`config.mk`:
```
export PLATFORM = sky130hd
export DESIGN_NAME = config_loader_top
export DESIGN_NICKNAME = d
export VERILOG_FILES = /design/src/logic/pkt_pkg.sv /design/src/logic/cfg_pkg.sv /design/src/logic/sync_fifo.sv /design/src/logic/setup_filter.sv /design/src/logic/setup_collector.sv /design/src/logic/config_loader_top.sv
export SDC_FILE = /design/constraint.sdc
export NUM_CORES = 2
export LEC_CHECK = 0
export BUFFER_PORTS_ARGS = -buffer_cell sky130_fd_sc_hd__clkbuf_2
export CAP_MARGIN = 20
export CORE_MARGIN = 1.5
export CORE_UTILIZATION = 45
export CTS_BUF_LIST = sky130_fd_sc_hd__clkbuf_4 sky130_fd_sc_hd__clkbuf_8
export CTS_CLUSTER_DIAMETER = 60
export DETAILED_ROUTE_END_ITERATION = 10
export PLACE_DENSITY = 0.6
export SETUP_SLACK_MARGIN = 0.02
export SLEW_MARGIN = 20
export SYNTH_ARGS = -nofsm -noshare
export SYNTH_HDL_FRONTEND = slang
export SYNTH_MEMORY_MAX_BITS = 65536
export SYNTH_SLANG_ARGS = --single-unit
```
`constraint.sdc`:
```
create_clock -name ap_clk -period 21.6 [get_ports ap_clk]
set_input_delay 4.32 -clock ap_clk [delete_from_list [all_inputs] [get_ports ap_clk]]
set_output_delay 4.32 -clock ap_clk [all_outputs]
set_load 0.005 [all_outputs]
```
`src/logic/pkt_pkg.sv`:
```
// ---------------------------------------------------------------------
// Memory response packet as seen by the engine setup path
// Offsets count 32-bit words and are not shifted
// ---------------------------------------------------------------------
`default_nettype none

package pkt_pkg;

    // -----------------------------------------------------------------
    // Widths
    // -----------------------------------------------------------------
    localparam int data_w   = 32;
    localparam int offset_w = 16;
    localparam int class_w  = 3;

    // -----------------------------------------------------------------
    // Buffer classes carried by a response word
    // -----------------------------------------------------------------
    typedef enum logic [class_w-1:0] {
        invalid      = 3'd0,
        cu_setup     = 3'd1,
        engine_setup = 3'd2,
        edges        = 3'd3,
        vertices     = 3'd4
    } buffer_class_t;

    // One response word, 52 bits wide
    typedef struct packed {
        logic                valid;
        buffer_class_t       buf_class;
        logic [offset_w-1:0] offset;
        logic [data_w-1:0]   data;
    } mem_packet_t;

endpackage : pkt_pkg

`default_nettype wire

```
`src/logic/cfg_pkg.sv`:
```
// ---------------------------------------------------------------------
// Engine read/write configuration record and the setup word views
// One record is built from a 16-word window of setup words
// ---------------------------------------------------------------------
`default_nettype none

package cfg_pkg;

    // -----------------------------------------------------------------
    // Window and FIFO sizing
    // -----------------------------------------------------------------
    localparam int seq_words   = 16;
    localparam int index_w     = $clog2(seq_words);
    localparam int fifo_depth  = 16;
    localparam int prog_margin = 4;
    localparam int id_buffer_w = 4;

    // -----------------------------------------------------------------
    // Setup word views
    // -----------------------------------------------------------------
    // Word 0, mode and counting flags in the low bits
    typedef struct packed {
        logic [26:0] reserved;
        logic        mode_counter;
        logic        mode_buffer;
        logic        mode_sequence;
        logic        decrement;
        logic        increment;
    } flags_t;

    // Word 4, direction on top of a 31-bit granularity
    typedef struct packed {
        logic        direction;
        logic [30:0] granularity;
    } step_t;

    // Word 5, command and destination of the transfer
    typedef struct packed {
        logic [22:0]           reserved;
        logic [1:0]            id_engine;
        logic [1:0]            id_module;
        pkt_pkg::buffer_class_t buffer;
        logic [1:0]            cmd;
    } target_t;

    typedef union packed {
        logic [pkt_pkg::data_w-1:0] raw;
        flags_t                     flags;
        step_t                      step;
        target_t                    target;
    } setup_word_u;

    // Word FIFO entry, word plus its position in the window
    typedef struct packed {
        setup_word_u        word;
        logic [index_w-1:0] index;
    } setup_entry_t;

    // -----------------------------------------------------------------
    // Configuration record handed to the engine
    // -----------------------------------------------------------------
    typedef struct packed {
        flags_t                     flags;
        logic [pkt_pkg::data_w-1:0] index_start;
        logic [pkt_pkg::data_w-1:0] index_end;
        logic [pkt_pkg::data_w-1:0] stride;
        step_t                      step;
        target_t                    target;
        logic [id_buffer_w-1:0]     id_buffer;
        logic [pkt_pkg::data_w-1:0] array_size;
        logic [pkt_pkg::data_w-1:0] const_value;
    } rw_config_t;

endpackage : cfg_pkg

`default_nettype wire

```
`src/logic/sync_fifo.sv`:
```
// ---------------------------------------------------------------------
// First-word-fall-through FIFO, head is valid while not_empty is high
// A push into a full FIFO is dropped unless a pop frees a slot
// nearly_full rises once free entries drop to margin
// ---------------------------------------------------------------------
`timescale 1ns/10ps
`default_nettype none

module sync_fifo #(
    parameter type item_t = logic [7:0],
    parameter int  depth  = 16,
    parameter int  margin = 4
) (
    input  logic  ap_clk,
    input  logic  rst,
    input  logic  push,
    input  item_t push_data,
    input  logic  pop,
    output item_t head,
    output logic  not_empty,
    output logic  nearly_full
);

    localparam int ptr_w = (depth > 1) ? $clog2(depth) : 1;
    localparam int cnt_w = $clog2(depth + 1);

    item_t            mem [depth];
    logic [ptr_w-1:0] wr_ptr;
    logic [ptr_w-1:0] rd_ptr;
    logic [cnt_w-1:0] count;
    logic             do_push;
    logic             do_pop;

    assign do_pop  = pop & not_empty;
    // Full FIFO still takes a word when the head leaves in the same cycle
    assign do_push = push & ((count != cnt_w'(depth)) | do_pop);

    // -----------------------------------------------------------------
    // Storage
    // -----------------------------------------------------------------
    always_ff @(posedge ap_clk) begin
        if (do_push) begin
            mem[wr_ptr] <= push_data;
        end
    end

    // -----------------------------------------------------------------
    // Pointers and occupancy
    // -----------------------------------------------------------------
    always_ff @(posedge ap_clk) begin
        if (rst) begin
            wr_ptr <= '0;
            rd_ptr <= '0;
            count  <= '0;
        end else begin
            if (do_push) begin
                wr_ptr <= (wr_ptr == ptr_w'(depth - 1)) ? '0 : wr_ptr + 1'b1;
            end
            if (do_pop) begin
                rd_ptr <= (rd_ptr == ptr_w'(depth - 1)) ? '0 : rd_ptr + 1'b1;
            end
            case ({do_push, do_pop})
                2'b10:   count <= count + 1'b1;
                2'b01:   count <= count - 1'b1;
                default: count <= count;
            endcase
        end
    end

    // Head falls through as soon as it is written
    assign head        = mem[rd_ptr];
    assign not_empty   = (count != '0);
    assign nearly_full = (count >= cnt_w'(depth - margin));

endmodule : sync_fifo

`default_nettype wire

```
`src/logic/setup_filter.sv`:
```
// ---------------------------------------------------------------------
// Keeps cu_setup and engine_setup words inside this engine's window
// Window starts at engine_slot * seq_words, offsets are word offsets
// ---------------------------------------------------------------------
`timescale 1ns/10ps
`default_nettype none

module setup_filter #(
    parameter int engine_slot = 0
) (
    input  logic                          ap_clk,
    input  logic                          rst,
    input  pkt_pkg::mem_packet_t          pkt_in,
    output logic                          word_push,
    output cfg_pkg::setup_word_u          word_data,
    output logic [cfg_pkg::index_w-1:0]   word_index
);

    pkt_pkg::mem_packet_t         pkt_reg;
    logic [pkt_pkg::offset_w-1:0] rel_offset;
    logic                         class_ok;
    logic                         in_window;

    // Input stage, only the valid bit is cleared
    always_ff @(posedge ap_clk) begin
        pkt_reg <= pkt_in;
        if (rst) begin
            pkt_reg.valid <= 1'b0;
        end
    end

    // Offsets below the window wrap to large values and fail the bound
    assign rel_offset = pkt_reg.offset
                      - pkt_pkg::offset_w'(engine_slot * cfg_pkg::seq_words);
    assign in_window  = (rel_offset < pkt_pkg::offset_w'(cfg_pkg::seq_words));
    assign class_ok   = (pkt_reg.buf_class == pkt_pkg::cu_setup)
                      | (pkt_reg.buf_class == pkt_pkg::engine_setup);

    assign word_push  = pkt_reg.valid & class_ok & in_window;
    assign word_data  = cfg_pkg::setup_word_u'(pkt_reg.data);
    assign word_index = rel_offset[cfg_pkg::index_w-1:0];

endmodule : setup_filter

`default_nettype wire

```
`src/logic/setup_collector.sv`:
```
// ---------------------------------------------------------------------
// Builds one configuration record from a 16-word setup window
// Words are taken by arrival order once index 0 opens the window
// Words 8 and 10 to 15 are consumed without effect
// ---------------------------------------------------------------------
`timescale 1ns/10ps
`default_nettype none

module setup_collector (
    input  logic                        ap_clk,
    input  logic                        rst,
    input  logic                        word_valid,
    input  cfg_pkg::setup_word_u        word_data,
    input  logic [cfg_pkg::index_w-1:0] word_index,
    input  logic                        rec_space,
    output logic                        word_pop,
    output logic                        rec_push,
    output cfg_pkg::rw_config_t         rec_data
);

    // One-hot window position, all zero while idle
    logic [cfg_pkg::seq_words-1:0] pos;
    logic [cfg_pkg::seq_words-1:0] next_pos;
    logic                          idle;
    logic                          take;
    cfg_pkg::rw_config_t           rec_reg;

    // -----------------------------------------------------------------
    // Pop control
    // -----------------------------------------------------------------
    assign idle     = ~|pos;
    // Hold off while a record is being pushed or the record FIFO fills
    assign word_pop = word_valid & ~rec_push & rec_space;

    // Position the popped word will occupy
    assign next_pos = idle ? {{(cfg_pkg::seq_words-1){1'b0}}, 1'b1} : (pos << 1);

    // Idle words other than index 0 are popped and dropped
    assign take = word_pop & (~idle | (word_index == '0));

    always_ff @(posedge ap_clk) begin
        if (rst) begin
            pos      <= '0;
            rec_push <= 1'b0;
        end else begin
            // Last word of the window triggers a single push
            rec_push <= take & next_pos[cfg_pkg::seq_words-1];
            if (rec_push) begin
                pos <= '0;
            end else if (take) begin
                pos <= next_pos;
            end
        end
    end

    // -----------------------------------------------------------------
    // Field decode by window position
    // -----------------------------------------------------------------
    always_ff @(posedge ap_clk) begin
        if (take) begin
            case (1'b1)
                next_pos[0]: begin
                    rec_reg.flags.reserved      <= '0;
                    rec_reg.flags.mode_counter  <= word_data.flags.mode_counter;
                    rec_reg.flags.mode_buffer   <= word_data.flags.mode_buffer;
                    rec_reg.flags.mode_sequence <= word_data.flags.mode_sequence;
                    rec_reg.flags.decrement     <= word_data.flags.decrement;
                    rec_reg.flags.increment     <= word_data.flags.increment;
                end
                next_pos[1]: begin
                    rec_reg.index_start <= word_data.raw;
                end
                next_pos[2]: begin
                    rec_reg.index_end <= word_data.raw;
                end
                next_pos[3]: begin
                    rec_reg.stride <= word_data.raw;
                end
                next_pos[4]: begin
                    rec_reg.step.direction   <= word_data.step.direction;
                    rec_reg.step.granularity <= word_data.step.granularity;
                end
                next_pos[5]: begin
                    // Destination fields only, upper bits are not carried
                    rec_reg.target.reserved  <= '0;
                    rec_reg.target.id_engine <= word_data.target.id_engine;
                    rec_reg.target.id_module <= word_data.target.id_module;
                    rec_reg.target.buffer    <= word_data.target.buffer;
                    rec_reg.target.cmd       <= word_data.target.cmd;
                end
                next_pos[6]: begin
                    rec_reg.id_buffer <= word_data.raw[cfg_pkg::id_buffer_w-1:0];
                end
                next_pos[7]: begin
                    rec_reg.array_size <= word_data.raw;
                end
                next_pos[9]: begin
                    rec_reg.const_value <= word_data.raw;
                end
                default: begin
                    rec_reg <= rec_reg;
                end
            endcase
        end
    end

    // Stable during rec_push since no word is popped then
    assign rec_data = rec_reg;

endmodule : setup_collector

`default_nettype wire

```
`src/logic/config_loader_top.sv`:
```
// ---------------------------------------------------------------------
// Setup loader for one engine, filter to word FIFO to collector
// Source must send only while pkt_ready is high
// cfg_out and cfg_valid hold until taken with cfg_ready
// ---------------------------------------------------------------------
`timescale 1ns/10ps
`default_nettype none

module config_loader_top #(
    parameter int engine_slot = 0
) (
    input  logic                 ap_clk,
    input  logic                 rst,
    input  pkt_pkg::mem_packet_t pkt_in,
    output logic                 pkt_ready,
    output cfg_pkg::rw_config_t  cfg_out,
    output logic                 cfg_valid,
    input  logic                 cfg_ready
);

    cfg_pkg::setup_entry_t word_in;
    cfg_pkg::setup_entry_t word_head;
    logic                  word_push;
    logic                  word_pop;
    logic                  word_not_empty;
    logic                  word_nearly_full;
    cfg_pkg::rw_config_t   rec_data;
    logic                  rec_push;
    logic                  rec_nearly_full;

    // -----------------------------------------------------------------
    // Input filter and word FIFO
    // -----------------------------------------------------------------
    setup_filter #(
        .engine_slot(engine_slot)
    ) setup_filter_inst (
        .ap_clk    (ap_clk),
        .rst       (rst),
        .pkt_in    (pkt_in),
        .word_push (word_push),
        .word_data (word_in.word),
        .word_index(word_in.index)
    );

    sync_fifo #(
        .item_t(cfg_pkg::setup_entry_t),
        .depth (cfg_pkg::fifo_depth),
        .margin(cfg_pkg::prog_margin)
    ) word_fifo_inst (
        .ap_clk     (ap_clk),
        .rst        (rst),
        .push       (word_push),
        .push_data  (word_in),
        .pop        (word_pop),
        .head       (word_head),
        .not_empty  (word_not_empty),
        .nearly_full(word_nearly_full)
    );

    // Margin covers words already inside the filter register
    assign pkt_ready = ~word_nearly_full;

    // -----------------------------------------------------------------
    // Collector and record FIFO
    // -----------------------------------------------------------------
    setup_collector setup_collector_inst (
        .ap_clk    (ap_clk),
        .rst       (rst),
        .word_valid(word_not_empty),
        .word_data (word_head.word),
        .word_index(word_head.index),
        .rec_space (~rec_nearly_full),
        .word_pop  (word_pop),
        .rec_push  (rec_push),
        .rec_data  (rec_data)
    );

    sync_fifo #(
        .item_t(cfg_pkg::rw_config_t),
        .depth (cfg_pkg::fifo_depth),
        .margin(cfg_pkg::prog_margin)
    ) rec_fifo_inst (
        .ap_clk     (ap_clk),
        .rst        (rst),
        .push       (rec_push),
        .push_data  (rec_data),
        .pop        (cfg_valid & cfg_ready),
        .head       (cfg_out),
        .not_empty  (cfg_valid),
        .nearly_full(rec_nearly_full)
    );

endmodule : config_loader_top

`default_nettype wire

```
==> flow_summary.ini <==
[floorplan]
coreArea_sq_um = 349000
rows = 217
io_pins = 317
dieArea_sq_um = 354000
die_w_um = 595
die_y_um = 595
start_util = 0.452

[status]
status = completed

[critical_path]
reg2reg_setup_slack_ps = 16460
r2r-end = rec_fifo_inst.mem[8][123]$_DFFE_PP_
end_kind = primary output
cp_max_fo = 148
crit_slowest_cell = dfxtp_4
start_kind = flip-flop
slowest_delay_ps = 910
critPathTopFamily = buffers and inverters
reg2reg_from = setup_collector_inst.rec_push$_SDFF_PP0_
worstPathRequired_ps = 17280
crit_path_cell_trace = buf_4, buf_12, buf_4, buf_4, mux4_2, nor2b_1, a211oi_1, a21oi_1, clkbuf_2
crit_top_cell = buf_4
arrival_ps = 6990
critPathBufInv = 5
rr_worst_depth = 7
path_class = flip-flop to primary output

[cts]
clkSlewWorstSetupHoldPaths_ps = 60
clockBufferDepth = 4
htree_levels = 6
cts.sinks = 4249
clkLatencyLatePin_ps = 1240
hold_buffers = 0
postCtsSetupRepairBufs = 0
cts_resized = 0
root_buffer = clkbuf_8
cts_tree = done
tritoncts.num_buffers = 683

[placed_design]
hpwl_mm = 194
preCtsSetupSlack_ps = 11490
gp_congestion = 0.733
io_buffer_count = 266

[min_path]
hp-class = flip-flop to flip-flop
min_from = setup_collector_inst.pos[9]$_SDFFE_PP0N_
whs_path_depth = 2
min_to = setup_collector_inst.pos[10]$_SDFFE_PP0N_

[logic_synthesis]
synth_top_area_frac = 0.790
synth_edf_count = 4146
async_reset_ff_frac = 0
synth-seq-cells = 4249
ys_types = 64
yosysWarnings = 0
yosysMostFrequentCell = edfxtp_1
synth.area.top_cells = edfxtp_1 79%, mux4_2 17%, dfxtp_1 1.3%
yosys-top-cells-count = 4,146 x edfxtp_1, 1,190 x mux4_2, 155 x clkbuf_1
synth_area_per_cell_sq_um = 25.5
syn_inst = 6187
netlist_area_sq_um = 158000
synth-seq-area-share = 0.803
yosys.area.top_type = edfxtp_1
ys.flop_type = edfxtp_1

[drt]
first_iter_violations = 8504
firstDrtPassIters = 6
drtAntennaViolNets = 0
via_count = 70900
avgRoutedWirePerCell_um = 32.0
vias_per_cell = 5.82
wl_mm = 390
drc = 0

[power_and_ir_drop]
clkPwrFrac = 0.405
intPower_w = 0.0129
power.density_nw_per_um2 = 93.7
combPwrFrac = 0.049
p_leak_nw = 54.2
peakVddDrop_v = 0.0000749
power.total_w = 0.0167
p_sw_frac = 0.228
power_switching_w = 0.00380
sequentialPowerShare = 0.547

[final_layout]
area_growth_pct = 13.2
largest_register = rec_fifo_inst.mem
nFillCells = 26700
largest_reg_flops = 3360
drive_gt1_frac = 0.365
utilization = 0.511
fin_nets = 7070

[timing]
tightest_slew_ps = 1200
drv_slew = 0
rsz0062_at_grt = no
setup_slack_ps = 10290
timing.fmax_mhz = 88.4
totalNegativeSetupSlack_ps = 0
setup_viol = 0
hold_viol = 0
clock_skew_ps = 98.7
finalCriticalPeriod_ps = 11310
whs_ps = 467
slew-limit-headroom = 0.201
min_period_over_period = 0.523

[global_routing]
antenna_found_initial = 42
gr-usage-all-layers = 0.219
grt_max_degree = 149
first_global_vias = 75000
grt_pass1_wl_mm = 548
grt_overflow_total = 0

[run]
max_cap_violations = 0
==> cell families (layout without fill, tap and decap cells) <==
| group | Yosys count | after routing | synth area share |
|---|---|---|---|
| DFF | 4249 | 4249 | 0.803 |
| muxes | 1225 | 1225 | 0.172 |
| buffers and inverters | 360 | 1652 | 0.0108 |
| and+or+nand+nor | 200 | 200 | 0.00631 |
| AOI/OAI and AO/OA | 124 | 124 | 0.00515 |
| adders and majority gates | 17 | 17 | 0.00145 |
| xor gates and xnor gates | 11 | 11 | 0.000611 |
| other | 1 | 102 | 0.0000238 |
==> placed cells by master (no fill, tap or decap), drive strengths merged, types with 51 or more instances in the layout <==
cell type	instances
edfxtp	4146
clkbuf	1212
mux4	1190
clkinv	209
buf	158
dfxtp	103
nor2	73
a21oi	55
diode	52
inv	51
==> layout make-up <==
class / instances / area [sq um] / share of cell area
clock buffers: 946 / 11500 / 0.0646
clock inverters: 269 / 1830 / 0.0102
well taps: 4599 / 5750 / 0.0323
repair buffers: 424 / 2740 / 0.0154
flip-flops and latches: 4249 / 127000 / 0.710
multi-input cells: 1627 / 29700 / 0.167
diodes: 52 / 130 / 0.000730
inverters: 13 / 48.8 / 0.000274
==> metal layers <==
metal	routed length (um)	track usage
met1	157000	0.304
met2	189000	0.349
met3	32300	0.0469
met4	10300	0.0713
met5	45	0
==> power by group through the flow <==
stage	clock, W	sequential (W)	combinational (W)
after floorplan	0	0.00925	0.000401
after global placement	0	0.00930	0.000820
after detailed placement	0	0.00930	0.000827
after CTS	0.00690	0.00913	0.000827
after global routing	0.00724	0.00914	0.000843
final	0.00676	0.00913	0.000811
==> worst max-delay path by stage <==
stage / slack [ps] / start / end / cells after the start
finish: 10290 / flip-flop / cfg_out[145] / 9
global route: 9990 / flip-flop / cfg_out[100] / 7
CTS: 10110 / flip-flop / cfg_out[100] / 7
detailed placement: 11490 / flip-flop / cfg_out[100] / 7
global placement: 11550 / flip-flop / cfg_out[100] / 7
floorplan: 1690 / cfg_ready / rec_fifo_inst.mem[3][0]$_DFFE_PP_ / 3
==> worst min-delay path: stages, from the launching register on <==
cell	delay (ps)
dfxtp_1	320
nand2_1	60
a21oi_1	50
==> stage by stage <==
step,cells,cell area (sq um)
2_1_floorplan,6236,158000
3_3_place_gp,10900,165000
3_5_place_dp,10900,165000
4_1_cts,12100,178000
5_1_grt,12100,178000
6_report,12200,178000
No activity file was read; power rests on OpenSTA's default activity.
